==> src/rtl/ts_pkg.sv <==
package ts_pkg;

	// shared dram geometry
	// one word per address
	localparam int ADDR_W = 10;
	localparam int DATA_W = 16;

	// the array covers the whole address space
	localparam int MEM_WORDS = 1 << ADDR_W;

	// dma block length in words, 0 to 1023
	localparam int LEN_W = 10;

	// four fclk phases of one dram bus cycle
	// C3 decides, C0 strobes, C1 reads, C2 answers
	typedef enum logic [1:0] {
		PH_C0,
		PH_C1,
		PH_C2,
		PH_C3
	} phase_t;

	// owner of the current dram cycle
	typedef enum logic [1:0] {
		OWN_NONE,
		OWN_CPU,
		OWN_DMA
	} owner_t;

endpackage

==> src/rtl/dram_if.sv <==
`timescale 1ns/1ps

interface dram_if;
	import ts_pkg::*;

	// level request, held until next
	logic req;
	logic rnw;
	logic [ADDR_W-1:0] addr;
	logic [DATA_W-1:0] wrdata;

	// answer side
	logic [DATA_W-1:0] rddata;
	logic next;

	modport requester (
		output req,
		output rnw,
		output addr,
		output wrdata,
		input rddata,
		input next
	);

	modport arb (
		input req,
		input rnw,
		input addr,
		input wrdata,
		output rddata,
		output next
	);

	// req is a single-cycle strobe here
	modport mem (
		input req,
		input rnw,
		input addr,
		input wrdata,
		output rddata
	);

endinterface

==> src/rtl/dram_arbiter.sv <==
`timescale 1ns/1ps

module dram_arbiter (
	input logic fclk,
	input logic rst_n,
	dram_if.arb cpu,
	dram_if.arb dma,
	dram_if.requester mem
);
	import ts_pkg::*;

	phase_t phase;
	owner_t owner;
	owner_t choice;

	// cpu always wins over dma
	always_comb begin
		if (cpu.req) begin
			choice = OWN_CPU;
		end else if (dma.req) begin
			choice = OWN_DMA;
		end else begin
			choice = OWN_NONE;
		end
	end

	// phase counter, owner and strobes
	always_ff @(posedge fclk) begin
		if (!rst_n) begin
			phase <= PH_C0;
			owner <= OWN_NONE;
			mem.req <= 1'b0;
			cpu.next <= 1'b0;
			dma.next <= 1'b0;
		end else begin
			phase <= phase_t'(phase + 2'd1);

			// decision for the cycle starting at C0
			if (phase == PH_C3) begin
				owner <= choice;
			end

			// memory strobe lives in C0 only
			mem.req <= (phase == PH_C3) && (choice != OWN_NONE);

			// next lives in C2, after the array has answered in C1
			cpu.next <= (phase == PH_C1) && (owner == OWN_CPU);
			dma.next <= (phase == PH_C1) && (owner == OWN_DMA);
		end
	end

	// request of the granted owner, frozen for the whole cycle
	always_ff @(posedge fclk) begin
		if (phase == PH_C3) begin
			if (choice == OWN_DMA) begin
				mem.rnw <= dma.rnw;
				mem.addr <= dma.addr;
				mem.wrdata <= dma.wrdata;
			end else begin
				mem.rnw <= cpu.rnw;
				mem.addr <= cpu.addr;
				mem.wrdata <= cpu.wrdata;
			end
		end
	end

	// read word goes back only to whoever owns the cycle
	assign cpu.rddata = (owner == OWN_CPU) ? mem.rddata : '0;
	assign dma.rddata = (owner == OWN_DMA) ? mem.rddata : '0;

endmodule

==> src/flat_wrapper.sv <==
// flat-port wrapper written by rule: the top's interface ports become plain ports
module dram_arbiter_flat import ts_pkg::*;
  (fclk, rst_n, cpu_req, cpu_rnw, cpu_addr, cpu_wrdata, cpu_rddata, cpu_next, dma_req, dma_rnw, dma_addr, dma_wrdata, dma_rddata, dma_next, mem_req, mem_rnw, mem_addr, mem_wrdata, mem_rddata, mem_next);
  dram_if cpu_i ();
  dram_if dma_i ();
  dram_if mem_i ();
  input logic fclk;
  input logic rst_n;
  input wire logic [$bits(cpu_i.req)-1:0] cpu_req;
  input wire logic [$bits(cpu_i.rnw)-1:0] cpu_rnw;
  input wire logic [$bits(cpu_i.addr)-1:0] cpu_addr;
  input wire logic [$bits(cpu_i.wrdata)-1:0] cpu_wrdata;
  output wire logic [$bits(cpu_i.rddata)-1:0] cpu_rddata;
  output wire logic [$bits(cpu_i.next)-1:0] cpu_next;
  input wire logic [$bits(dma_i.req)-1:0] dma_req;
  input wire logic [$bits(dma_i.rnw)-1:0] dma_rnw;
  input wire logic [$bits(dma_i.addr)-1:0] dma_addr;
  input wire logic [$bits(dma_i.wrdata)-1:0] dma_wrdata;
  output wire logic [$bits(dma_i.rddata)-1:0] dma_rddata;
  output wire logic [$bits(dma_i.next)-1:0] dma_next;
  output wire logic [$bits(mem_i.req)-1:0] mem_req;
  output wire logic [$bits(mem_i.rnw)-1:0] mem_rnw;
  output wire logic [$bits(mem_i.addr)-1:0] mem_addr;
  output wire logic [$bits(mem_i.wrdata)-1:0] mem_wrdata;
  input wire logic [$bits(mem_i.rddata)-1:0] mem_rddata;
  input wire logic [$bits(mem_i.next)-1:0] mem_next;
  assign cpu_i.req = cpu_req;
  assign cpu_i.rnw = cpu_rnw;
  assign cpu_i.addr = cpu_addr;
  assign cpu_i.wrdata = cpu_wrdata;
  assign cpu_rddata = cpu_i.rddata;
  assign cpu_next = cpu_i.next;
  assign dma_i.req = dma_req;
  assign dma_i.rnw = dma_rnw;
  assign dma_i.addr = dma_addr;
  assign dma_i.wrdata = dma_wrdata;
  assign dma_rddata = dma_i.rddata;
  assign dma_next = dma_i.next;
  assign mem_req = mem_i.req;
  assign mem_rnw = mem_i.rnw;
  assign mem_addr = mem_i.addr;
  assign mem_wrdata = mem_i.wrdata;
  assign mem_i.rddata = mem_rddata;
  assign mem_i.next = mem_next;
  dram_arbiter u_core (.fclk(fclk), .rst_n(rst_n), .cpu(cpu_i), .dma(dma_i), .mem(mem_i));
endmodule
==> config.mk <==
export PLATFORM = sky130hd
export DESIGN_NAME = dram_arbiter_flat
export DESIGN_NICKNAME = d
export VERILOG_FILES = /design/src/rtl/ts_pkg.sv /design/src/rtl/dram_if.sv /design/src/rtl/dram_arbiter.sv /design/src/flat_wrapper.sv
export SDC_FILE = /design/constraint.sdc
export NUM_CORES = 1
export LEC_CHECK = 0
export BUFFER_PORTS_ARGS = -buffer_cell sky130_fd_sc_hd__buf_4
export CAP_MARGIN = 30
export CORE_MARGIN = 3
export CORE_UTILIZATION = 42
export DETAILED_ROUTE_END_ITERATION = 16
export PLACE_DENSITY = 0.88
export SLEW_MARGIN = 20
export SYNTH_ARGS = -nofsm -noshare
export SYNTH_HDL_FRONTEND = slang
export SYNTH_SLANG_ARGS = --single-unit
==> constraint.sdc <==
create_clock -name fclk -period 4.75 [get_ports fclk]
set_input_delay 0.475 -clock fclk [delete_from_list [all_inputs] [get_ports fclk]]
set_output_delay 0.475 -clock fclk [all_outputs]
set_load 0.01 [all_outputs]
==> qor.yml <==
outcome: "finished, final reports clean"
power_density_nw_per_um2: 233
cts.htree.levels: 2
tns_ns: 0
cts_tree: "yes"
finalWirelength_mm: 4.97
overflow: 0
synth.most_common_cell: "and2_1"
hp-class: "in -> reg"
slew_viol_final: 0
dp.cells: 292
start_util_pct: 44.9
remaining_drc_errors: 0
first_global_vias: 1376
cts_resized: 0
clock-root-buffer: "clkbuf_8"
grt_start_max_net_pins: 32
slowest_delay_ns: 0.45
die-width_um: 69.7
syn_inst: 113
die-area_um2: 4860
avgSynthCellArea_um2: 15.1
period_needed_ns: 1.84
grt_setup_unrepaired: "false"
die_y_um: 69.7
worst_pin_slew_ns: 0.420
synthTopCellsByArea: "edfxtp_1 (48%), mux2_4 (17%), and2_1 (12%)"
final_util_pct: 74.7
rows: 22
startpoint_type: "flip-flop"
worstPathMaxFanout: 17
synth_top_area_share_pct: 47.5
grt_pass1_wl_mm: 7.58
syn2layout_area_growth_pct: 66.3
setup_viol: 0
first_pass_iters: 4
yosys.area.top_type: "edfxtp_1"
dp_slack_ns: 2.65
fin_cells: 301
postRouteAntennaNets: 0
cts_made_buffers: 5
viasPerCell: 4.61
clock_sinks: 34
fin_ws_ns: 2.91
netlist_area_um2: 1710
crit_buf_inv: 1
ys_seq_area_share_pct: 55.7
yosys.cell_types.count: 18
cts_setup_buffers: 0
clockBufferDepth: 2
crit_path_top_delay_cell: "and2b_1"
critPathCaptureType: "primary output"
synth_warnings: 0
peakVddDrop_mv: 0.168
portBuffers: 135
crit_required_ns: 4.28
clock_latency_ns: 0.28
skew_ns: 0.00540
synth_edf_count: 27
total_leakage_power_nw: 1.38
period_share_pct: 38.8
cap_violations: 0
drive_above_1_share_pct: 68.4
synth-seq-cells: 34
first_iter_violations: 88
synthArstFlopShare_pct: 0
synth_fp_nets: 190
cp_top_family: "simple AND/OR/NAND/NOR gates"
cp_cell_sequence: "and2b_1, and2_1, buf_4"
path_clk_slew_ns: 0.06
place_hpwl_mm: 3.97
arrival_ns: 1.37
place_congestion: 0.726
antenna_found_initial: 0
fmaxAchievable_mhz: 543
insertedDiodeCount: 0
wl_per_cell_um: 16.5
max-slew-margin-rel_pct: 72.0
grt_usage_pct: 20.3
fillers: 283
hold_viol: 0
synth_flop_cell: "edfxtp_1"
power.total_mw: 0.662
io_pins: 137
ctsHoldBuffers: 0
num_vias: 1389
ys_top_cells_by_count: "and2_1 (32), edfxtp_1 (27), mux2_4 (19), mux2_2 (8), dfxtp_1 (7)"
crit_type: "reg -> out"
core_area_um2: 3800
layout.nets: 329
[path summary, 6_finish.rpt]
path	from	endpoint	slack (ns)	cells past startpoint
worst max-delay path	u_core.owner[1]	cpu_rddata[10]	2.91	3
worst min-delay path	dma_req	u_core.mem.req	0.43	2
worst max register to register	u_core.phase[0]	u_core.owner[1]	3.32	4
worst min register to register	u_core.phase[0]	u_core.phase[0]	0.48	1
[cell families (layout without fill, tap and decap cells)]
kind of cell / after synthesis / after routing / share of synthesized area (%)
AND/OR/NAND/NOR: 41 / 41 / 15.5
adder cells (fa/ha/maj): 2 / 2 / 1.47
multiplexers: 28 / 28 / 22.6
AO/OA/AOI/OAI: 2 / 2 / 1.10
buffers and inverters: 6 / 146 / 3.67
flip-flops: 34 / 34 / 55.7
[metal layers]
layer | up-vias | global-route usage (%) | part of all wire, %
li1 | 678 | - | -
met1 | 654 | 21.1 | 34
met2 | 50 | 38.3 | 58
met3 | 7 | 5.36 | 6.0
met4 | 0 | 7.87 | 1.7
met5 | - | 0 | 0
[layout by cell type (no fill, tap or decap), drive strengths merged]
cell	synthesis	final
and3	2	2
dfxtp	7	7
and2	32	32
clkinv	0	2
ha	2	2
nor2b	4	4
buf	3	137
mux2i	1	1
clkbuf	2	5
inv	1	1
edfxtp	27	27
o211a	1	1
clkinvlp	0	1
and3b	1	1
and2b	2	2
mux2	27	27
a31o	1	1
[per-stage QoR]
stage          instance area [µm²]  hold WS, ns
6_report                      2840        0.432
5_1_grt                       2840        0.428
4_1_cts                       2820        0.424
3_5_place_dp                  2730        0.454
3_3_place_gp                  2730        0.442
2_1_floorplan                 1710        0.426
[area by class of cell]
cell class                 instances  area [µm²]  area share [%]
clock buffer                       5        68.8            2.42
timing repair buffer             137        1040            36.7
clock inverter                     3        16.3           0.573
multi-input combinational         73         698            24.6
sequential                        34         951            33.5
tap                               48        60.1            2.12
inverter                           1        3.75           0.132
[registers in the layout, summed over array words and instances (netlist names)]
name               cells
u_core.mem.addr       10
u_core.phase           2
u_core.cpu.next        1
u_core.mem.wrdata     16
u_core.owner           2
u_core.dma.next        1
u_core.mem.req         1
u_core.mem.rnw         1
[report_power, final]
part	switching [mW]	internal, mW	leakage, nW
Clock	0.102	0.100	0.0416
Combinational	0.0404	0.0812	1.03
Sequential	0.00353	0.335	0.302
Total	0.146	0.516	1.38
Power figures use the tool's default switching activity.
