## src/rtl/ts_pkg.sv

```systemverilog
package ts_pkg;

	// shared dram geometry
	// one word per address
	localparam int ADDR_W = 10;
	localparam int DATA_W = 16;

	// the array covers the whole address space
	localparam int MEM_WORDS = 1 << ADDR_W;

	// dma block length in words, 0 to 1023
	localparam int LEN_W = 10;

	// four fclk phases of one dram bus cycle
	// C3 decides, C0 strobes, C1 reads, C2 answers
	typedef enum logic [1:0] {
		PH_C0,
		PH_C1,
		PH_C2,
		PH_C3
	} phase_t;

	// owner of the current dram cycle
	typedef enum logic [1:0] {
		OWN_NONE,
		OWN_CPU,
		OWN_DMA
	} owner_t;

endpackage

```

## src/rtl/dram_if.sv

```systemverilog
`timescale 1ns/1ps

interface dram_if;
	import ts_pkg::*;

	// level request, held until next
	logic req;
	logic rnw;
	logic [ADDR_W-1:0] addr;
	logic [DATA_W-1:0] wrdata;

	// answer side
	logic [DATA_W-1:0] rddata;
	logic next;

	modport requester (
		output req,
		output rnw,
		output addr,
		output wrdata,
		input rddata,
		input next
	);

	modport arb (
		input req,
		input rnw,
		input addr,
		input wrdata,
		output rddata,
		output next
	);

	// req is a single-cycle strobe here
	modport mem (
		input req,
		input rnw,
		input addr,
		input wrdata,
		output rddata
	);

endinterface

```

## src/rtl/cpu_mem_port.sv

```systemverilog
`timescale 1ns/1ps

module cpu_mem_port (
	input logic fclk,
	input logic rst_n,
	input logic cpu_req,
	input logic cpu_rnw,
	input logic [ts_pkg::ADDR_W-1:0] cpu_addr,
	input logic [ts_pkg::DATA_W-1:0] cpu_wrdata,
	output logic cpu_ack,
	output logic [ts_pkg::DATA_W-1:0] cpu_rddata,
	dram_if.requester bus
);
	import ts_pkg::*;

	typedef enum logic [1:0] {
		ST_IDLE,
		ST_WAIT,
		ST_ACK
	} state_t;

	state_t state;

	always_ff @(posedge fclk) begin
		if (!rst_n) begin
			state <= ST_IDLE;
			bus.req <= 1'b0;
		end else begin
			case (state)
				ST_IDLE: if (cpu_req) begin
					bus.req <= 1'b1;
					state <= ST_WAIT;
				end
				// one dram cycle per cpu request
				ST_WAIT: if (bus.next) begin
					bus.req <= 1'b0;
					state <= ST_ACK;
				end
				// hold ack until the cpu lets go
				ST_ACK: if (!cpu_req) begin
					state <= ST_IDLE;
				end
				default: state <= ST_IDLE;
			endcase
		end
	end

	// request payload taken once at the start
	always_ff @(posedge fclk) begin
		if (state == ST_IDLE && cpu_req) begin
			bus.rnw <= cpu_rnw;
			bus.addr <= cpu_addr;
			bus.wrdata <= cpu_wrdata;
		end
		if (state == ST_WAIT && bus.next && bus.rnw) begin
			cpu_rddata <= bus.rddata;
		end
	end

	assign cpu_ack = (state == ST_ACK);

endmodule

```

## src/flat_wrapper.sv

```systemverilog
// flat-port wrapper written by rule: the top's interface ports become plain ports
module cpu_mem_port_flat import ts_pkg::*;
  (fclk, rst_n, cpu_req, cpu_rnw, cpu_addr, cpu_wrdata, cpu_ack, cpu_rddata, bus_req, bus_rnw, bus_addr, bus_wrdata, bus_rddata, bus_next);
  dram_if bus_i ();
  input logic fclk;
  input logic rst_n;
  input logic cpu_req;
  input logic cpu_rnw;
  input logic [ts_pkg::ADDR_W-1:0] cpu_addr;
  input logic [ts_pkg::DATA_W-1:0] cpu_wrdata;
  output logic cpu_ack;
  output logic [ts_pkg::DATA_W-1:0] cpu_rddata;
  output wire logic [$bits(bus_i.req)-1:0] bus_req;
  output wire logic [$bits(bus_i.rnw)-1:0] bus_rnw;
  output wire logic [$bits(bus_i.addr)-1:0] bus_addr;
  output wire logic [$bits(bus_i.wrdata)-1:0] bus_wrdata;
  input wire logic [$bits(bus_i.rddata)-1:0] bus_rddata;
  input wire logic [$bits(bus_i.next)-1:0] bus_next;
  assign bus_req = bus_i.req;
  assign bus_rnw = bus_i.rnw;
  assign bus_addr = bus_i.addr;
  assign bus_wrdata = bus_i.wrdata;
  assign bus_i.rddata = bus_rddata;
  assign bus_i.next = bus_next;
  cpu_mem_port u_core (.fclk(fclk), .rst_n(rst_n), .cpu_req(cpu_req), .cpu_rnw(cpu_rnw), .cpu_addr(cpu_addr), .cpu_wrdata(cpu_wrdata), .cpu_ack(cpu_ack), .cpu_rddata(cpu_rddata), .bus(bus_i));
endmodule
```

## config.mk

```make
export PLATFORM = sky130hd
export DESIGN_NAME = cpu_mem_port_flat
export DESIGN_NICKNAME = d
export VERILOG_FILES = /design/src/rtl/ts_pkg.sv /design/src/rtl/dram_if.sv /design/src/rtl/cpu_mem_port.sv /design/src/flat_wrapper.sv
export SDC_FILE = /design/constraint.sdc
export NUM_CORES = 1
export LEC_CHECK = 0
export BUFFER_PORTS_ARGS = -buffer_cell sky130_fd_sc_hd__buf_2
export CORE_ASPECT_RATIO = 0.7
export CORE_MARGIN = 4
export CORE_UTILIZATION = 41
export DETAILED_ROUTE_END_ITERATION = 16
export MAX_ROUTING_LAYER = met4
export PLACE_DENSITY_LB_ADDON = 0.08
export SLEW_MARGIN = 25
export SYNTH_ARGS = -nofsm -noshare
export SYNTH_HDL_FRONTEND = slang
export SYNTH_SLANG_ARGS = --single-unit
```

## constraint.sdc

```tcl
create_clock -name fclk -period 3.38 [get_ports fclk]
set_input_delay 0.507 -clock fclk [delete_from_list [all_inputs] [get_ports fclk]]
set_output_delay 0.507 -clock fclk [all_outputs]
set_load 0.01 [all_outputs]
```

==> results of run 1 <==
logic make-up (layout without fill, tap and decap cells):
| kind of cell | count (synthesis) | in the layout | share of synthesized area, % |
|---|---|---|---|
| simple gates | 10 | 10 | 4.699 |
| compound gates | 2 | 2 | 1.306 |
| flops | 46 | 46 | 94.00 |
| buf+inv | 0 | 98 | 0 |
sequential cells by signal, summed over array words and instances (netlist names):
signal             flops
u_core.state           2
u_core.bus.rnw         1
u_core.bus.addr       10
u_core.bus.wrdata     16
u_core.cpu_rddata     16
u_core.bus.req         1
metal layers:
metal / global-route usage [%] / part of all wire, % / wire [µm] / up-vias
met4: 6.733 / 1.9 / 51 / 0
met1: 14.29 / 38 / 1047 / 395
met5: - / 0 / 0 / -
met2: 19.11 / 48 / 1312 / 56
met3: 5.047 / 12 / 328 / 7
li1: - / - / - / 423
power by group through the flow:
stage	Sequential [µW]	Combinational (µW)	Clock, µW
4_1_cts	668	91.8	301
6_report	668	90.4	289
5_1_grt	671	99.3	321
3_5_place_dp	681	91.7	0
3_3_place_gp	680	89.2	0
2_1_floorplan	698	16.9	0
worst register-to-register path, delay by kind of cell, from the launching register on:
family / cells / cell delay, ns
and+or+nand+nor: 2 / 0.83
DFF: 1 / 0.45
layout by cell type (no fill, tap or decap), drive strengths merged, types with 2 or more instances in the layout:
cell	instances
buf	92
clkbuf	5
dfxtp	3
edfxtp	43
nand3b	2
nor2b	2
nor3b	2
final cells by class:
cell class / instances / area (µm²) / share of cell area, %
Clock buffer: 5 / 68.82 / 3.360
Clock inverter: 1 / 3.754 / 0.1833
Multi-Input combinational cell: 12 / 102.6 / 5.009
Sequential cell: 46 / 1351 / 65.97
Tap cell: 47 / 58.81 / 2.871
Timing Repair Buffer: 92 / 462.9 / 22.60
stage by stage:
step	setup slack (ns)	util [%]	instances	power [µW]
2_1_floorplan	0.4056	-	58	715.1
5_1_grt	1.559	62.94	203	1092
6_report	1.725	62.94	203	1048
3_3_place_gp	1.425	60.52	197	769.2
3_5_place_dp	1.290	60.52	197	773.0
4_1_cts	1.417	62.75	203	1061
path summary, 6_finish.rpt:
kind | start | to | slack [ns]
max | u_core.state[0] | u_core.cpu_rddata[3] | 1.73
min | cpu_rnw | u_core.bus.rnw | 0.39
max reg2reg | u_core.state[0] | u_core.cpu_rddata[3] | 1.73
min reg2reg | u_core.bus.req | u_core.bus.req | 0.57
==> run_results.csv, run 1 <==
group,metric,value,unit
floorplanning,die_area,4533,µm²
cts,insertion_delay,0.28,ns
pwr,p_leak,0.0008640,µW
sta,clock_skew,0.002745,ns
worst_setup_path,critPathBufInv,0,
run,maxCapViolations,0,
cts,cts_max_level,2,
finish,final_area,2048,µm²
synth,ys_seq_area_share,93.99,%
global_routing,overflow,0,
routing,drt-pass1-iter-count,4,
hold_path,holdPathStages,1,
placement,place_area,1969,µm²
floorplanning,rows,17,
worst_setup_path,critPathLaunchType,"flop",
cts,cts_sinks,46,
cts,path_clk_slew,0.07,ns
worst_setup_path,cp-end-kind,"flop",
worst_setup_path,critPathKind,"reg2reg",
worst_setup_path,cp.arrival,1.57,ns
worst_setup_path,critPathMaxFanout,16,
routing,avgRoutedWirePerCell,13.50,µm
sta,setup_viol,0,
sta,max_slew_margin,47.73,%
hold_path,hold_class,"in2reg",
pwr,p_comb_share,8.6,%
worst_setup_path,worst_r2r_path_depth,2,
floorplanning,die_h,57.55,µm
pwr,intPower,836.9,µW
pwr,pwr-share-clk,27.6,%
cts,hold_buffers,0,
cts,cts_buffer_depth,2,
worst_setup_path,path_delay_family,"simple AND/OR/NAND/NOR gates",
pwr,pwr-share-seq,63.8,%
pwr,power_density,511.6,nW/µm²
sta,max_slew.worst_pin.slew,0.7833,ns
worst_setup_path,crit_chain,"nand2_1 > nor3b_4",
routing,antenna_left,0,
synth,synth_cell_types,11,
cts,cts_resized,0,
synth,syn_area_per_cell,24.79,µm²
routing,post-route-drc-count,0,
global_routing,grt_pass1_vias,860,
placement,port_buffers,91,
floorplanning,ioPinCount,92,
floorplanning,die_x,78.78,µm
worst_setup_path,cp.depth,2,
worst_setup_path,cp_slowest_stage_delay,0.69,ns
sta,slew_violations,0,
synth,ys.flop_type,"edfxtp_1",
finish,fillers,247,
sta,period_needed,1.655,ns
synth,async_flop_share,0,%
sta,fin_tns_setup,0,ns
synth,syn_area,1438,µm²
routing,vias,881,
run_status,status,"finished, final reports clean",
synth,synth-edff-count,43,
finish,diodes,0,
worst_setup_path,worst-endpoint-required,3.30,ns
sta,rsz0062_at_grt,"no",
synth,yosys.area.top_type,"edfxtp_1",
synth,yosysMostFrequentCell,"edfxtp_1",
sta,max_freq,0.6044,GHz
cts,cts_tree,"built",
floorplanning,core_region_area,3254,µm²
routing,vias_per_cell,4.340,
finish,fin_nets,204,
synth,synth_top_area_share,89.82,%
global_routing,grt_max_degree,28,
sta,timing.final.crit_share,48.95,%
pwr,swShare,20.13,%
global_routing,grt_pass1_wl,3981,µm
routing,routed_wl,2740,µm
global_routing,antenna_found_initial,0,
synth,syn_inst,58,
finish,area_growth,42.47,%
sta,hold_violations,0,
routing,drtIter0Drc,53,
cts,post-cts-setup-buffer-count,0,
global_routing,track_usage,12.55,%
cts,numCtsBuffers,5,
cts,root_buffer,"clkbuf_8",
pwr,ir_drop,0.0003300,V
synth,synth_nets,105,
synth,synth.area.top_cells,"edfxtp_1 90%, dfxtp_1 4.2%, nand3b_1 1.0%, nor3b_1 1.0%, nor2b_1 0.87%",
pwr,power_switching,211.0,µW
placement,gp_congestion,0.6328,
sta,whs,0.3910,ns
synth,synth_seq_cells,46,
synth,yosys-top-cells-count,"43 x edfxtp_1, 3 x dfxtp_1, 2 x nand3b_1, 2 x nor2b_1, 2 x nor3b_1",
synth,yosys_warnings,0,
finish,drive_gt1_share,63.46,%
floorplanning,initial_core_util,44.18,%
worst_setup_path,critical-path-slowest-cell,"nor3b_4",
No activity file was read; power rests on OpenSTA's default activity.
==> run 2, diff against run 1 <==
- CORE_UTILIZATION: 41 -> 37
- clock period: 3.38 -> 1.5 ns (I/O delays scaled with it)
==> run 2 against run 1 <==
Net effect: register-to-register slack lost 1.5 ns; clock power rose to 3.6 times the previous value; maximum frequency is 34% higher; combinational power is 140% higher; clock skew grew 0.0021 ns; critical path depth grew 1; global-route usage decreased by 0.70 points; non-clock buffer count is 1 higher.
==> run_results.csv, run 2 (synthesis results as in run 1) <==
group,metric,value,unit
run_status,status,"finished, final reports clean",
sta,slew_violations,0,
cts,path_clk_slew,0.08,ns
worst_setup_path,critPathMaxFanout,16,
global_routing,grt_pass1_wl,4057,µm
worst_setup_path,path_delay_family,"flip-flops",
sta,whs,0.1046,ns
sta,worst_slack,0.2673,ns
placement,gp_congestion,0.6416,
cts,cts_resized,0,
finish,layout_commonest_cell,"buf_2",
worst_setup_path,regToRegSetupSlack,0.27,ns
routing,routed_wl,2774,µm
sta,timing.final.crit_share,82.18,%
global_routing,track_usage,11.85,%
sta,setup_viol,0,
placement,port_buffers,91,
hold_path,hold_class,"in2reg",
routing,vias,870,
routing,vias_per_cell,4.163,
worst_setup_path,crit_chain,"nand2_1 > nor3b_4 > buf_12",
sta,clock_skew,0.004847,ns
floorplanning,die_area,4962,µm²
finish,fin_nets,205,
routing,post-route-drc-count,0,
cts,post-cts-setup-buffer-count,0,
routing,avgRoutedWirePerCell,13.27,µm
floorplanning,core_region_area,3626,µm²
cts,cts_sinks,46,
worst_setup_path,cp-end-kind,"flop",
worst_setup_path,worst_r2r_path_depth,3,
sta,hold_violations,0,
worst_setup_path,r2r_end,"u_core.cpu_rddata[0]",
worst_setup_path,cp.depth,3,
floorplanning,die_h,60.15,µm
worst_setup_path,critPathBufInv,1,
global_routing,antenna_found_initial,0,
finish,reg_top3,"u_core.bus.wrdata: 16 flops, u_core.cpu_rddata: 16 flops, u_core.bus.addr: 10 flops",
sta,max_slew_margin,85.54,%
pwr,power_density,1281,nW/µm²
floorplanning,initial_core_util,39.65,%
placement,dp_worst_setup_slack,0.2742,ns
routing,drtIter0Drc,12,
global_routing,grt_pass1_vias,890,
sta,max_slew.worst_pin.slew,0.2140,ns
floorplanning,die_x,82.50,µm
sta,rsz0062_at_grt,"no",
cts,cts_buffer_depth,2,
sta,period_needed,1.233,ns
worst_setup_path,critPathLaunchType,"flop",
global_routing,overflow,0,
worst_setup_path,critical-path-slowest-cell,"dfxtp_2",
cts,numCtsBuffers,5,
hold_path,holdPathEnd,"u_core.bus.addr[2]",
global_routing,grt_max_degree,28,
cts,insertion_delay,0.29,ns
sta,max_freq,0.8113,GHz
hold_path,holdPathStages,1,
cts,cts_tree,"built",
run,maxCapViolations,0,
placement,dp_hpwl,2179,µm
finish,diodes,0,
floorplanning,rows,18,
routing,antenna_left,0,
floorplanning,ioPinCount,92,
worst_setup_path,critPathKind,"reg2reg",
pwr,p_leak,0.0009061,µW
cts,hold_buffers,0,
finish,area_growth,49.78,%
worst_setup_path,cp_slowest_stage_delay,0.40,ns
cts,cts_max_level,2,
worst_setup_path,worst-endpoint-required,1.50,ns
hold_path,min_from,"cpu_addr[2]",
finish,mostFrequentLayoutCells,"91 x buf_2, 43 x edfxtp_1, 5 x clkbuf_8",
finish,drive_gt1_share,65.41,%
cts,root_buffer,"clkbuf_8",
worst_setup_path,cp.arrival,1.24,ns
routing,drt-pass1-iter-count,4,
worst_setup_path,worstReg2RegStart,"u_core.state[0]",
pwr,ir_drop,0.0006858,V
==> run 2: cell types whose count changed in the layout (fill, tap and decap cells not counted) <==
cell       before  now
buf_12          0    2
bufinv_16       0    2
dfxtp_1         3    1
dfxtp_2         0    2
buf_4           1    0
nor3b_2         1    0
nor3b_4         1    2
==> run 2: metal layers <==
metal | routed length (µm) | global-route usage (%) | vias to the layer above | share of wire [%]
met4 | 36 | 5.594 | 0 | 1.3
met5 | 0 | - | - | 0
li1 | - | - | 429 | -
met1 | 1014 | 13.56 | 392 | 37
met2 | 1438 | 18.84 | 44 | 52
met3 | 285 | 4.066 | 5 | 10
==> run 2: final cells by class <==
class,instances,area (µm²)
flip-flops and latches,46,1354
fillers,328,1473
repair buffers,93,495.5
well taps,50,62.56
multi-input cells,12,108.9
clock inverters,3,63.81
clock buffers,5,68.82
==> run 2: worst max-delay path by stage <==
stage               slack, ns            start                     to
floorplan               -0.02  u_core.state[0]     u_core.bus.addr[0]
global placement         0.30  u_core.state[0]  u_core.cpu_rddata[12]
detailed placement       0.27  u_core.state[0]   u_core.cpu_rddata[4]
global route             0.20  u_core.state[1]                cpu_ack
CTS                      0.25  u_core.state[1]                cpu_ack
finish                   0.27  u_core.state[0]   u_core.cpu_rddata[0]
==> run 2: power breakdown <==
part	total [µW]	switching [µW]	internal (µW)
Sequential	1510	23.1	1480
Clock	1030	374	659
Combinational	218	109	110
==> run 2: through the flow <==
step | setup TNS, ns | util (%) | instances | area (µm²) | total power (µW)
final | 0 | 59.39 | 209 | 2153 | 2759
after CTS | 0 | 59.39 | 209 | 2153 | 2807
after global placement | 0 | 55.73 | 201 | 2021 | 1753
after global routing | 0 | 59.39 | 209 | 2153 | 2885
after detailed placement | 0 | 55.73 | 201 | 2021 | 1763
after floorplan | -0.5345 | - | 58 | 1463 | 1617
==> run 3, diff against run 2 <==
- clock period: 1.5 -> 1.1 ns (I/O delays scaled with it)
==> run 3 against run 2 <==
Net effect: the run now ends with setup timing left; wire length rose by 4.7%; via count rose by 3.6%; total power rose by 31%; hold slack got worse by 0.056 ns; non-clock buffer count rose by 4; final cell count rose by 1.9%.
==> run_results.csv, run 3 (synthesis results as in run 1) <==
group,metric,value,unit
worst_setup_path,path_delay_family,"flip-flops",
cts,cts_sinks,46,
placement,dp_worst_setup_slack,-0.04356,ns
routing,vias,901,
sta,max_slew.worst_pin.slew,0.2497,ns
finish,mostFrequentLayoutCells,"90 x buf_2, 43 x edfxtp_1, 6 x clkbuf_8",
global_routing,grt_pass1_wl,4236,µm
pwr,swShare,18.99,%
finish,postLayoutCoreUtil,60.52,%
placement,gp_congestion,0.6362,
routing,drt-pass1-iter-count,4,
sta,worst_slack,-0.08348,ns
sta,rsz0062_at_grt,"yes",
worst_setup_path,critPathKind,"reg2reg",
global_routing,grt_pass1_vias,913,
sta,whs,0.04891,ns
global_routing,antenna_found_initial,0,
sta,max_slew_margin,83.13,%
finish,area_growth,52.65,%
pwr,ir_drop,0.001173,V
worst_setup_path,crit_chain,"buf_6 > nor3b_4 > buf_12",
worst_setup_path,critical-path-slowest-cell,"dfxtp_4",
run_status,status,"finished, violations left",
floorplanning,die_h,60.15,µm
pwr,pwr-share-seq,56.7,%
global_routing,grt_max_degree,28,
run,maxCapViolations,0,
sta,max_freq,0.8450,GHz
pwr,p_leak,0.0009242,µW
finish,fin_nets,209,
finish,drive_gt1_share,66.87,%
sta,timing.final.crit_share,107.6,%
finish,reg_top3,"u_core.bus.wrdata: 16 flops, u_core.cpu_rddata: 16 flops, u_core.bus.addr: 10 flops",
run_status,violations,"setup timing",
routing,highest_layer,"met4",
pwr,p_comb_share,9.1,%
worst_setup_path,critPathLaunchType,"flop",
worst_setup_path,cp-end-kind,"flop",
placement,port_buffers,91,
sta,setup_viol,44,
global_routing,overflow,0,
pwr,power_switching,686.6,µW
sta,slew_violations,0,
cts,insertion_delay,0.28,ns
sta,hold_violations,0,
cts,numCtsBuffers,5,
routing,dr_wl_met2,1505,µm
worst_setup_path,critPathMaxFanout,27,
routing,post-route-drc-count,0,
hold_path,hold_class,"in2reg",
floorplanning,initial_core_util,39.65,%
cts,hold_buffers,0,
floorplanning,die_area,4962,µm²
finish,diodes,0,
worst_setup_path,cp_slowest_stage_delay,0.36,ns
floorplanning,core_region_area,3626,µm²
placement,place_area,2036,µm²
pwr,p_total,3617,µW
finish,final_area,2195,µm²
sta,period_needed,1.183,ns
worst_setup_path,cp.arrival,1.17,ns
routing,vias_per_cell,4.230,
worst_setup_path,critPathBufInv,2,
routing,antenna_left,0,
global_routing,track_usage,12.68,%
pwr,power_density,1648,nW/µm²
floorplanning,die_x,82.50,µm
sta,clock_skew,0.005591,ns
routing,m1WireLength,1092,µm
floorplanning,rows,18,
cts,root_buffer,"clkbuf_8",
routing,avgRoutedWirePerCell,13.63,µm
cts,path_clk_slew,0.08,ns
pwr,pwr-share-clk,34.3,%
routing,routed_wl,2903,µm
cts,cts_tree,"built",
placement,dp_hpwl,2246,µm
floorplanning,ioPinCount,92,
routing,wl_met3,284,µm
cts,cts_max_level,2,
routing,drtIter0Drc,18,
worst_setup_path,worst-endpoint-required,1.09,ns
pwr,intPower,2930,µW
cts,cts_buffer_depth,2,
finish,layout_commonest_cell,"buf_2",
==> run 3: changes by cell type in the layout (fill, tap and decap cells not counted) <==
cell / change
buf_2: -1
buf_4: +1
buf_6: +4
bufinv_16: -1
clkbuf_1: +1
clkbuf_8: +1
clkinv_1: -1
dfxtp_2: -1
dfxtp_4: +1
nor2b_1: -1
nor2b_4: +1
==> run 3: final timing paths <==
check / startpoint / endpoint / slack (ns) / cells after the start
hold reg to reg: u_core.bus.req / u_core.bus.req / 0.56 / 1
setup / recovery: u_core.state[1] / u_core.bus.rnw / -0.08 / 3
setup reg to reg: u_core.state[1] / u_core.bus.rnw / -0.08 / 3
hold / removal: cpu_addr[5] / u_core.bus.addr[5] / 0.05 / 1
==> run 3: metrics by stage <==
step           setup TNS [ns]  cells
2_1_floorplan          -15.62     58
3_3_place_gp          -0.3219    203
3_5_place_dp          -0.6870    203
4_1_cts                -3.212    213
5_1_grt                -5.241    213
6_report               -3.269    213
==> run 3: area by class of cell <==
cell class | count | area [µm²]
multi-input combinational | 12 | 116.4
tap | 50 | 62.56
clock buffer | 7 | 86.33
fill | 298 | 1431
clock inverter | 1 | 30.03
sequential | 46 | 1356
timing repair buffer | 97 | 543.0
==> run 3: layer usage <==
layer,GRT usage (%),vias to the layer above
met2,20.21,48
met1,14.61,415
met3,4.367,2
met4,5.594,0
li1,-,436
met5,-,-
==> run 3: power groups by stage <==
stage	combinational, µW	clock [µW]	sequential, µW
after floorplan	59.4	0	2150
after global placement	309	0	2090
after detailed placement	318	0	2090
after CTS	328	1280	2050
after global routing	359	1380	2060
final	328	1240	2050
==> run 3: what timing repair did <==
| action | in CTS | in global routing |
|---|---|---|
| resized for setup | 4 | 2 |
| buffers inserted | 2 | 0 |
| endpoints found under the setup margin | 17 | 44 |
