$ cat config.mk
export PLATFORM = sky130hd
export DESIGN_NAME = dma_copy_flat
export DESIGN_NICKNAME = d
export VERILOG_FILES = /design/src/rtl/ts_pkg.sv /design/src/rtl/dram_if.sv /design/src/rtl/dma_copy.sv /design/src/flat_wrapper.sv
export SDC_FILE = /design/constraint.sdc
export NUM_CORES = 1
export LEC_CHECK = 0
export BUFFER_PORTS_ARGS = -buffer_cell sky130_fd_sc_hd__buf_4
export CAP_MARGIN = 20
export CORE_MARGIN = 1.5
export CORE_UTILIZATION = 46
export CTS_CLUSTER_DIAMETER = 60
export DETAILED_ROUTE_END_ITERATION = 10
export GPL_TIMING_DRIVEN = 0
export PLACE_DENSITY = 0.87
export SLEW_MARGIN = 30
export SYNTH_ARGS = -nofsm -noshare
export SYNTH_HDL_FRONTEND = slang
export SYNTH_SLANG_ARGS = --single-unit
$ cat constraint.sdc
create_clock -name fclk -period 2.1 [get_ports fclk]
set_input_delay 0.42 -clock fclk [delete_from_list [all_inputs] [get_ports fclk]]
set_output_delay 0.42 -clock fclk [all_outputs]
set_load 0.005 [all_outputs]
$ cat src/rtl/ts_pkg.sv
package ts_pkg;

	// shared dram geometry
	// one word per address
	localparam int ADDR_W = 10;
	localparam int DATA_W = 16;

	// the array covers the whole address space
	localparam int MEM_WORDS = 1 << ADDR_W;

	// dma block length in words, 0 to 1023
	localparam int LEN_W = 10;

	// four fclk phases of one dram bus cycle
	// C3 decides, C0 strobes, C1 reads, C2 answers
	typedef enum logic [1:0] {
		PH_C0,
		PH_C1,
		PH_C2,
		PH_C3
	} phase_t;

	// owner of the current dram cycle
	typedef enum logic [1:0] {
		OWN_NONE,
		OWN_CPU,
		OWN_DMA
	} owner_t;

endpackage

$ cat src/rtl/dram_if.sv
`timescale 1ns/1ps

interface dram_if;
	import ts_pkg::*;

	// level request, held until next
	logic req;
	logic rnw;
	logic [ADDR_W-1:0] addr;
	logic [DATA_W-1:0] wrdata;

	// answer side
	logic [DATA_W-1:0] rddata;
	logic next;

	modport requester (
		output req,
		output rnw,
		output addr,
		output wrdata,
		input rddata,
		input next
	);

	modport arb (
		input req,
		input rnw,
		input addr,
		input wrdata,
		output rddata,
		output next
	);

	// req is a single-cycle strobe here
	modport mem (
		input req,
		input rnw,
		input addr,
		input wrdata,
		output rddata
	);

endinterface

$ cat src/rtl/dma_copy.sv
`timescale 1ns/1ps

module dma_copy (
	input logic fclk,
	input logic rst_n,
	input logic dma_req,
	input logic [ts_pkg::ADDR_W-1:0] dma_src,
	input logic [ts_pkg::ADDR_W-1:0] dma_dst,
	input logic [ts_pkg::LEN_W-1:0] dma_len,
	output logic dma_ack,
	dram_if.requester bus
);
	import ts_pkg::*;

	typedef enum logic [1:0] {
		ST_IDLE,
		ST_READ,
		ST_WRITE,
		ST_DONE
	} state_t;

	state_t state;
	logic [ADDR_W-1:0] src;
	logic [ADDR_W-1:0] dst;
	logic [LEN_W-1:0] remain;
	logic [DATA_W-1:0] word_buf;

	always_ff @(posedge fclk) begin
		if (!rst_n) begin
			state <= ST_IDLE;
		end else begin
			case (state)
				// an empty block is done at once
				ST_IDLE: if (dma_req) begin
					state <= (dma_len == '0) ? ST_DONE : ST_READ;
				end
				ST_READ: if (bus.next) begin
					state <= ST_WRITE;
				end
				ST_WRITE: if (bus.next) begin
					state <= (remain == LEN_W'(1)) ? ST_DONE : ST_READ;
				end
				ST_DONE: if (!dma_req) begin
					state <= ST_IDLE;
				end
				default: state <= ST_IDLE;
			endcase
		end
	end

	// counters and the one-word buffer
	always_ff @(posedge fclk) begin
		if (state == ST_IDLE && dma_req) begin
			src <= dma_src;
			dst <= dma_dst;
			remain <= dma_len;
		end
		if (state == ST_READ && bus.next) begin
			word_buf <= bus.rddata;
		end
		// both addresses wrap with the address width
		if (state == ST_WRITE && bus.next) begin
			src <= src + 1'b1;
			dst <= dst + 1'b1;
			remain <= remain - 1'b1;
		end
	end

	// req stays up between the read and write of a word
	assign bus.req = (state == ST_READ) || (state == ST_WRITE);
	assign bus.rnw = (state == ST_READ);
	assign bus.addr = (state == ST_READ) ? src : dst;
	assign bus.wrdata = word_buf;

	assign dma_ack = (state == ST_DONE);

endmodule

$ cat src/flat_wrapper.sv
// flat-port wrapper written by rule: the top's interface ports become plain ports
module dma_copy_flat import ts_pkg::*;
  (fclk, rst_n, dma_req, dma_src, dma_dst, dma_len, dma_ack, bus_req, bus_rnw, bus_addr, bus_wrdata, bus_rddata, bus_next);
  dram_if bus_i ();
  input logic fclk;
  input logic rst_n;
  input logic dma_req;
  input logic [ts_pkg::ADDR_W-1:0] dma_src;
  input logic [ts_pkg::ADDR_W-1:0] dma_dst;
  input logic [ts_pkg::LEN_W-1:0] dma_len;
  output logic dma_ack;
  output wire logic [$bits(bus_i.req)-1:0] bus_req;
  output wire logic [$bits(bus_i.rnw)-1:0] bus_rnw;
  output wire logic [$bits(bus_i.addr)-1:0] bus_addr;
  output wire logic [$bits(bus_i.wrdata)-1:0] bus_wrdata;
  input wire logic [$bits(bus_i.rddata)-1:0] bus_rddata;
  input wire logic [$bits(bus_i.next)-1:0] bus_next;
  assign bus_req = bus_i.req;
  assign bus_rnw = bus_i.rnw;
  assign bus_addr = bus_i.addr;
  assign bus_wrdata = bus_i.wrdata;
  assign bus_i.rddata = bus_rddata;
  assign bus_i.next = bus_next;
  dma_copy u_core (.fclk(fclk), .rst_n(rst_n), .dma_req(dma_req), .dma_src(dma_src), .dma_dst(dma_dst), .dma_len(dma_len), .dma_ack(dma_ack), .bus(bus_i));
endmodule
==> results of run 1 <==
## final cells by class
cell class	instances	area [sq um]
Tap cell	70	87.6
Clock inverter	2	35.0
Timing Repair Buffer	79	593
Inverter	6	22.5
Clock buffer	6	72.6
Fill cell	422	1860
Buffer	9	43.8
Sequential cell	48	1420
Multi-Input combinational cell	164	1070
## stage by stage
step / total power [mW] / cells / hold WS [ns] / cell area (sq um)
after floorplan: 2.52 / 228 / 0.519 / 2530
after global placement: 3.12 / 376 / 0.598 / 3200
after detailed placement: 3.18 / 376 / 0.600 / 3200
after CTS: 3.88 / 384 / 0.286 / 3330
after global routing: 4.13 / 384 / 0.277 / 3350
final: 3.89 / 384 / 0.289 / 3350
## Yosys cell counts (all sizes together), types with 4 or more instances
| cell | n |
|---|---|
| xor2 | 5 |
| or4 | 6 |
| clkbuf | 10 |
| or3 | 12 |
| mux2 | 10 |
| ha | 9 |
| nand4 | 4 |
| inv | 6 |
| o21ai | 26 |
| nor2 | 16 |
| edfxtp | 46 |
| o31ai | 5 |
| nand2 | 27 |
| nand3 | 9 |
| a31oi | 16 |
## placed cells by master, fill, tap and decap left out, drive strengths merged, types with 6 or more instances in the layout
cell type	Yosys	final
mux2	10	10
or3	12	12
clkbuf	10	14
buf	0	80
edfxtp	46	46
a31oi	16	16
nor2	16	16
o21ai	26	26
nand3	9	9
inv	6	6
nand2	27	27
or4	6	6
ha	9	9
## layer usage
metal | global-route usage [%] | share of wire [%]
met2 | 35.2 | 49
met4 | 7.82 | 1.6
met1 | 25.1 | 42
met5 | 0 | 0
met3 | 5.12 | 7.2
## worst register-to-register path, cell delays in order (launching register included)
cell     delay (ns)
dfxtp_1        0.41
inv_1          0.13
ha_1           0.29
nand2_1        0.31
buf_2          0.35
nand2_8        0.22
## state kept, by name (all words and copies together) (netlist names)
register and count:
u_core.dst 10, u_core.src 10, u_core.bus.wrdata 16, u_core.remain 10
u_core.state 2
## cell families after synthesis
group | count (synthesis)
xor gates and xnor gates | 8
and+or+nand+nor | 85
muxes | 11
DFF | 48
adders and majority gates | 9
AOI/OAI and AO/OA | 51
buffers and inverters | 16
## what timing repair did
action                     CTS  global route
setup endpoints to repair   60            51
gates resized for setup      9             8
gates cloned                 0             0
buffers inserted             0             1
## where the power goes
part	switching [mW]	internal, mW	leakage [nW]
registers	0.257	1.45	0.449
clock network	0.304	0.354	0.0552
logic	0.796	0.728	0.805
total	1.36	2.54	1.31
## path summary, 6_finish.rpt
check | slack [ns] | depth (start not counted) | to
worst max-delay path | 0.08 | 5 | u_core.src[8]
worst min-delay path | 0.29 | 1 | u_core.bus.wrdata[13]
worst max register to register | 0.08 | 5 | u_core.src[8]
worst min register to register | 0.70 | 1 | u_core.src[0]
==> results.yml, run 1 <==
cells_and_area:
  layout.nets: 372
  final_util_pct: 64.3
  diodes: 0
  syn_to_final_growth_pct: 32.6
  drive_above_1_share_pct: 34.7
worst_setup_path:
  path_class: "flop to flop"
  r2r-start: "u_core.state[0]"
  cp-start-kind: "flop"
  worst_ep_arrival_time_ns: 2.03
  cp_slowest_cell: "dfxtp_1"
  end_kind: "flop"
  critPathMaxFanout: 30
  crit_buf_inv: 2
  critPathTopFamily: "simple AND/OR/NAND/NOR gates"
  crit_start: "u_core.state[0]"
  critical_path_required_ns: 2.11
  worstPathCellList: "inv_1, ha_1, nand2_1, buf_2, nand2_8"
  max_stage_delay_ns: 0.41
synthesis:
  synth-edff-count: 46
  yosys.area.top_type_share_pct: 54.7
  synthArstFlopShare_pct: 0
  muxShareOfSynthArea_pct: 4.86
  synth_warnings: 0
  ys_top_cells_by_area: "edfxtp_1, o21ai_0, ha_1"
  synthesis.area_sq_um: 2520
  synth-seq-area-share_pct: 56.3
  post_synth_xor_area_fraction_pct: 2.78
  synth.avg_cell_area_sq_um: 11.1
  netlist_instances: 228
  synth_top_family_by_area: "simple AND/OR/NAND/NOR gates"
  synth_compound_area_share_pct: 12.1
  synthAdderAreaFrac_pct: 4.46
  yosys_most_used_dff: "edfxtp_1"
  synth_seq_cells: 48
  synth_cell_types: 31
  yosys.area.top_type: "edfxtp_1"
  synth_nets: 287
  synthSimpleGateAreaFrac_pct: 17.1
placed_design:
  dp_hpwl_microns: 4380
  port-buffer-count: 78
  gp_congestion: 0.886
  pre_cts_ws_ns: -0.325
pwr:
  power.ir.vdd_worst_mv: 0.459
  p_leak_nw: 1.31
  powerDensity_nw_per_um2: 1160
clock_network:
  holdBufCountCts: 0
  clkSlewWorstSetupHoldPaths_ns: 0.09
  cts_root_buffer: "clkbuf_8"
  cts_tree: "yes"
  clockBufferDepth: 2
  numClockSinks: 48
  cts_buffers: 5
  htree_num_levels: 2
  clk_latency_ns: 0.30
die:
  die_w_microns: 77.1
  num_io_pins: 79
  dieHeight_microns: 77.1
  rows: 26
  start_util_pct: 48.5
  design.core.area_sq_um: 5200
  floorplan.die_area_sq_um: 5940
timing:
  fmax_ghz: 0.494
  grt_setup_unrepaired: "yes"
  fin_setup_tns_ns: 0
  min_period_ns: 2.02
  setup-violations-final: 0
  finalHoldViolCount: 0
  report.final.slew_viol_count: 0
  slew_headroom_pct: 57.6
  clock_skew_ns: 0.00265
  worstMarginPinSlew_ns: 0.636
  fin_crit_sh_pct: 96.4
  worst_slack_ns: 0.0758
grt:
  first_global_vias: 2019
  track_usage_pct: 20.6
  grt_pass1_wl_microns: 9520
  grt_max_degree: 31
  grt-ovfl-total: 0
  antenna_found_initial: 0
drt:
  post_drt_via_cell_ratio: 5.55
  first_pass_iters: 4
  wl_microns: 6050
  vias: 2133
  antenna_left: 0
  drtIter0Drc: 138
  wl_per_cell_microns: 15.8
  drc: 0
run:
  drv_cap: 0
status:
  status: "finished, final reports clean"
min_path:
  min-delay-start: "bus_rddata[13]"
  hp-class: "primary input to flop"
(Power assumes the default switching activity.)
==> run 2: changes to the inputs <==
--- a/config.mk
+++ b/config.mk
@@ -7,6 +7,7 @@
 export LEC_CHECK = 0
 export BUFFER_PORTS_ARGS = -buffer_cell sky130_fd_sc_hd__buf_4
 export CAP_MARGIN = 20
+export CORE_ASPECT_RATIO = 0.7
 export CORE_MARGIN = 1.5
 export CORE_UTILIZATION = 46
 export CTS_CLUSTER_DIAMETER = 60
==> results.yml, run 2 (synthesis gave the netlist of run 1 again) <==
grt:
  grt_pass1_wl_microns: 9920
  grt-ovfl-total: 0
  antenna_found_initial: 0
  grt_max_degree: 31
  first_global_vias: 2007
  track_usage_pct: 22.3
drt:
  route.met2.wl_microns: 2940
  wl_per_cell_microns: 16.6
  vias: 2153
  highest_layer: "met4"
  post_drt_via_cell_ratio: 5.55
  drc: 0
  first_pass_iters: 4
  dr_wl_met3_microns: 575
  antenna_left: 0
  wl_microns: 6430
  m1WireLength_microns: 2760
  drtIter0Drc: 225
clock_network:
  clkSlewWorstSetupHoldPaths_ns: 0.09
  cts_root_buffer: "clkbuf_8"
  cts_buffers: 5
  htree_num_levels: 2
  holdBufCountCts: 0
  cts_tree: "yes"
  clk_latency_ns: 0.31
  clockBufferDepth: 2
  numClockSinks: 48
timing:
  fin_setup_tns_ns: 0
  report.final.slew_viol_count: 0
  fmax_ghz: 0.499
  setup-violations-final: 0
  min_period_ns: 2.00
  finalHoldViolCount: 0
  worstMarginPinSlew_ns: 0.734
  grt_setup_unrepaired: "no"
  clock_skew_ns: 0.00550
  fin_crit_sh_pct: 95.5
  slew_headroom_pct: 51.1
  worst_slack_ns: 0.0951
cells_and_area:
  syn_to_final_growth_pct: 33.5
  final-seq-area_sq_um: 1420
  layout.nets: 374
  final_common_cell: "buf_4"
  multi_input_area_sq_um: 1070
  drive_above_1_share_pct: 35.4
  final.fill_count: 427
  final_cell_mix: "buf_4, edfxtp_1, o21ai_0, nand2_1"
  largest_reg_flops: 16
  diodes: 0
die:
  rows: 22
  dieHeight_microns: 65.0
  floorplan.die_area_sq_um: 5950
  num_io_pins: 79
  start_util_pct: 48.0
  die_w_microns: 91.6
  design.core.area_sq_um: 5260
worst_setup_path:
  r2r-start: "u_core.state[0]"
  critPathTopFamily: "buffers and inverters"
  cp-start-kind: "flop"
  crit_buf_inv: 3
  r2r_slack_ns: 0.1
  critical_path_required_ns: 1.68
  r2r-end: "u_core.remain[3]"
  end_kind: "output pin"
  max_stage_delay_ns: 0.35
  worst_ep_arrival_time_ns: 1.58
  cp_slowest_cell: "dfxtp_1"
  critPathMaxFanout: 10
  path_class: "flop to output pin"
  worstPathCellList: "inv_2, ha_4, clkbuf_8, mux2_2, buf_4"
  reg2reg_depth: 7
pwr:
  clkPwrFrac_pct: 17.1
  p_switching_mw: 1.43
  p_seq_share_pct: 43.6
  power_frac_comb_pct: 39.4
  swShare_pct: 35.7
  power.ir.vdd_worst_mv: 0.439
  p_leak_nw: 1.32
  internal_power_mw: 2.56
  powerDensity_nw_per_um2: 1180
min_path:
  hp-class: "primary input to flop"
  min-delay-start: "bus_rddata[11]"
  hold_depth: 1
  worstHoldEndpoint: "u_core.bus.wrdata[11]"
placed_design:
  pre_cts_ws_ns: -0.291
  port-buffer-count: 78
  gp_congestion: 0.836
  dp_hpwl_microns: 4640
run:
  drv_cap: 0
status:
  status: "finished, final reports clean"
==> run 2: what timing repair did <==
action	4_1_cts	5_1_grt
resized for setup	10	6
cloned	0	0
buffers inserted	0	2
endpoints found under the setup margin	55	41
==> run 2: through the flow <==
step | total power [mW] | util [%] | hold WS [ns] | cell area [sq um] | std cells
detailed placement | 3.21 | 60.9 | 0.600 | 3200 | 378
global route | 4.22 | 64.1 | 0.271 | 3370 | 388
floorplan | 2.52 | - | 0.519 | 2530 | 228
CTS | 3.93 | 63.6 | 0.277 | 3350 | 386
global placement | 3.13 | 60.9 | 0.598 | 3200 | 378
finish | 3.99 | 64.1 | 0.278 | 3370 | 388
==> run 2: area by class of cell <==
type | instances | area share, %
plain buffers | 10 | 1.63
clock buffers | 5 | 2.04
clock inverters | 3 | 1.26
inverters | 6 | 0.668
multi-input cells | 164 | 31.8
flip-flops and latches | 48 | 42.2
well taps | 72 | 2.67
repair buffers | 80 | 17.8
==> run 2: worst reg2reg max path, stage by stage (launching register included) <==
cell	delay (ns)
dfxtp_1	0.36
inv_1	0.13
ha_1	0.27
and2_1	0.15
clkbuf_1	0.32
clkbuf_2	0.35
nor2_1	0.09
a31oi_1	0.17
==> run 2: layer usage <==
layer | up-vias | track usage [%]
met2 | 110 | 33.3
met1 | 985 | 31.7
met3 | 19 | 4.11
met4 | 0 | 10.2
li1 | 1039 | -
met5 | - | 0
==> run 2: worst max-delay path by stage <==
stage                     depth (start not counted)            start  slack [ns]              endpoint
after floorplan                                   4  u_core.state[1]        0.21  u_core.bus.wrdata[0]
after global placement                            5  u_core.state[0]       -0.25         u_core.dst[3]
after detailed placement                          5  u_core.state[0]       -0.29      u_core.remain[5]
after CTS                                         6  u_core.state[0]        0.03      u_core.remain[3]
after global routing                              5  u_core.state[0]        0.02      u_core.remain[5]
final                                             5  u_core.state[1]         0.1           bus_addr[1]
==> run 2: power groups by stage <==
stage                     Combinational (mW)  Sequential (mW)  Clock, mW
after global placement                  1.42             1.71          0
after floorplan                        0.873             1.65          0
after detailed placement                1.47             1.74          0
after global routing                    1.73             1.78      0.710
after CTS                               1.53             1.72      0.677
final                                   1.57             1.74      0.681
==> run 3: changes to the inputs <==
--- a/config.mk
+++ b/config.mk
@@ -7,13 +7,13 @@
 export LEC_CHECK = 0
 export BUFFER_PORTS_ARGS = -buffer_cell sky130_fd_sc_hd__buf_4
 export CAP_MARGIN = 20
-export CORE_ASPECT_RATIO = 0.7
+export CORE_ASPECT_RATIO = 1.2
 export CORE_MARGIN = 1.5
 export CORE_UTILIZATION = 46
 export CTS_CLUSTER_DIAMETER = 60
 export DETAILED_ROUTE_END_ITERATION = 10
 export GPL_TIMING_DRIVEN = 0
-export PLACE_DENSITY = 0.87
+export PLACE_DENSITY = 0.85
 export SLEW_MARGIN = 30
 export SYNTH_ARGS = -nofsm -noshare
 export SYNTH_HDL_FRONTEND = slang
==> results.yml, run 3 (synthesis gave the netlist of run 1 again) <==
status:
  status: "finished, final reports clean"
pwr:
  clkPwrFrac_pct: 17.4
  p_switching_mw: 1.39
  internal_power_mw: 2.58
  p_seq_share_pct: 43.2
  swShare_pct: 35.1
  p_leak_nw: 1.33
  power_frac_comb_pct: 39.4
  power.ir.vdd_worst_mv: 0.539
  powerDensity_nw_per_um2: 1180
clock_network:
  clk_latency_ns: 0.31
  htree_num_levels: 2
  numClockSinks: 48
  cts_tree: "yes"
  holdBufCountCts: 0
  cts_root_buffer: "clkbuf_8"
  clockBufferDepth: 2
  cts_buffers: 5
  clkSlewWorstSetupHoldPaths_ns: 0.09
worst_setup_path:
  cp-start-kind: "flop"
  path_class: "flop to output pin"
  cp_slowest_cell: "mux2_2"
  crit_buf_inv: 3
  worstPathCellList: "inv_2, ha_4, clkbuf_8, mux2_2, buf_4"
  critical_path_required_ns: 1.68
  critPathTopFamily: "buffers and inverters"
  critPathMaxFanout: 10
  worst_ep_arrival_time_ns: 1.60
  max_stage_delay_ns: 0.36
  end_kind: "output pin"
run:
  drv_cap: 0
placed_design:
  dp_hpwl_microns: 4500
  gp_congestion: 0.843
  port-buffer-count: 78
cells_and_area:
  drive_above_1_share_pct: 36.2
  final-seq-area_sq_um: 1420
  final_common_cell: "buf_4"
  final.fill_count: 413
  largest_reg_flops: 16
  final_util_pct: 63.7
  diodes: 0
  syn_to_final_growth_pct: 33.5
  layout.nets: 376
  final_cell_mix: "buf_4, edfxtp_1, o21ai_0, nand2_1"
  multi_input_area_sq_um: 1060
timing:
  report.final.slew_viol_count: 0
  worstMarginPinSlew_ns: 0.657
  finalHoldViolCount: 0
  setup-violations-final: 0
  fmax_ghz: 0.495
  fin_hold_ws_ns: 0.282
  fin_crit_sh_pct: 96.2
  min_period_ns: 2.02
  clock_skew_ns: 0.00465
  slew_headroom_pct: 56.2
grt:
  grt-ovfl-total: 0
  antenna_found_initial: 0
  first_global_vias: 2049
  grt_max_degree: 31
  grt_pass1_wl_microns: 9740
  track_usage_pct: 20.7
die:
  start_util_pct: 47.7
  num_io_pins: 79
  rows: 29
  die_w_microns: 70.6
  floorplan.die_area_sq_um: 5940
  dieHeight_microns: 84.2
  design.core.area_sq_um: 5300
drt:
  first_pass_iters: 4
  post_drt_via_cell_ratio: 5.68
  drtIter0Drc: 209
  drc: 0
  wl_per_cell_microns: 16.3
  antenna_left: 0
  wl_microns: 6180
  vias: 2158
min_path:
  hp-class: "primary input to flop"
## run 3: layer usage
metal	global-route usage [%]	wire, microns	up-vias
li1	-	-	1044
met1	24.9	2490	996
met2	36.0	3030	108
met3	4.92	540	10
met4	7.20	121	0
met5	0	0	-
## run 3: worst paths after layout
check,slack (ns),to,cells past startpoint,start
min,0.28,u_core.bus.wrdata[11],1,bus_rddata[11]
max,0.08,bus_addr[0],5,u_core.state[1]
min reg2reg,0.68,u_core.remain[0],1,u_core.remain[0]
max reg2reg,0.09,u_core.remain[6],5,u_core.remain[0]
## run 3: power by group through the flow
stage	Sequential, mW	Clock (mW)	Combinational [mW]
6_report	1.72	0.693	1.57
3_5_place_dp	1.72	0	1.47
4_1_cts	1.70	0.697	1.52
2_1_floorplan	1.65	0	0.873
5_1_grt	1.76	0.737	1.74
3_3_place_gp	1.70	0	1.42
## run 3: per-stage QoR
stage / total power, mW / TNS, ns / cells / area (sq um) / worst slack (ns)
detailed placement: 3.18 / -11.49 / 368 / 3190 / -0.328
CTS: 3.92 / 0 / 376 / 3340 / 0.0196
global route: 4.23 / -1.35 / 380 / 3370 / -0.0474
floorplan: 2.52 / 0 / 228 / 2530 / 0.212
global placement: 3.12 / -7.59 / 368 / 3190 / -0.218
finish: 3.98 / 0 / 380 / 3370 / 0.0807
## run 3: worst register-to-register path: cells and delay by family (launching register included)
family                     cells  cell delay [ns]
and+or+nand+nor                2             0.94
AOI/OAI and AO/OA              1             0.21
buffers and inverters          1             0.08
DFF                            1             0.45
adders and majority gates      1             0.18
## run 3: final cells by class
| cell class | count | share of cell area [%] |
|---|---|---|
| inverters | 6 | 0.668 |
| clock inverters | 3 | 1.37 |
| well taps | 62 | 2.30 |
| multi-input cells | 164 | 31.6 |
| clock buffers | 5 | 2.04 |
| repair buffers | 82 | 18.3 |
| plain buffers | 10 | 1.63 |
| flip-flops and latches | 48 | 42.2 |
## run 3: timing repair
action	4_1_cts	5_1_grt
pin swaps	0	0
buffers inserted	0	4
gates resized for setup	9	6
endpoints found under the setup margin	54	53
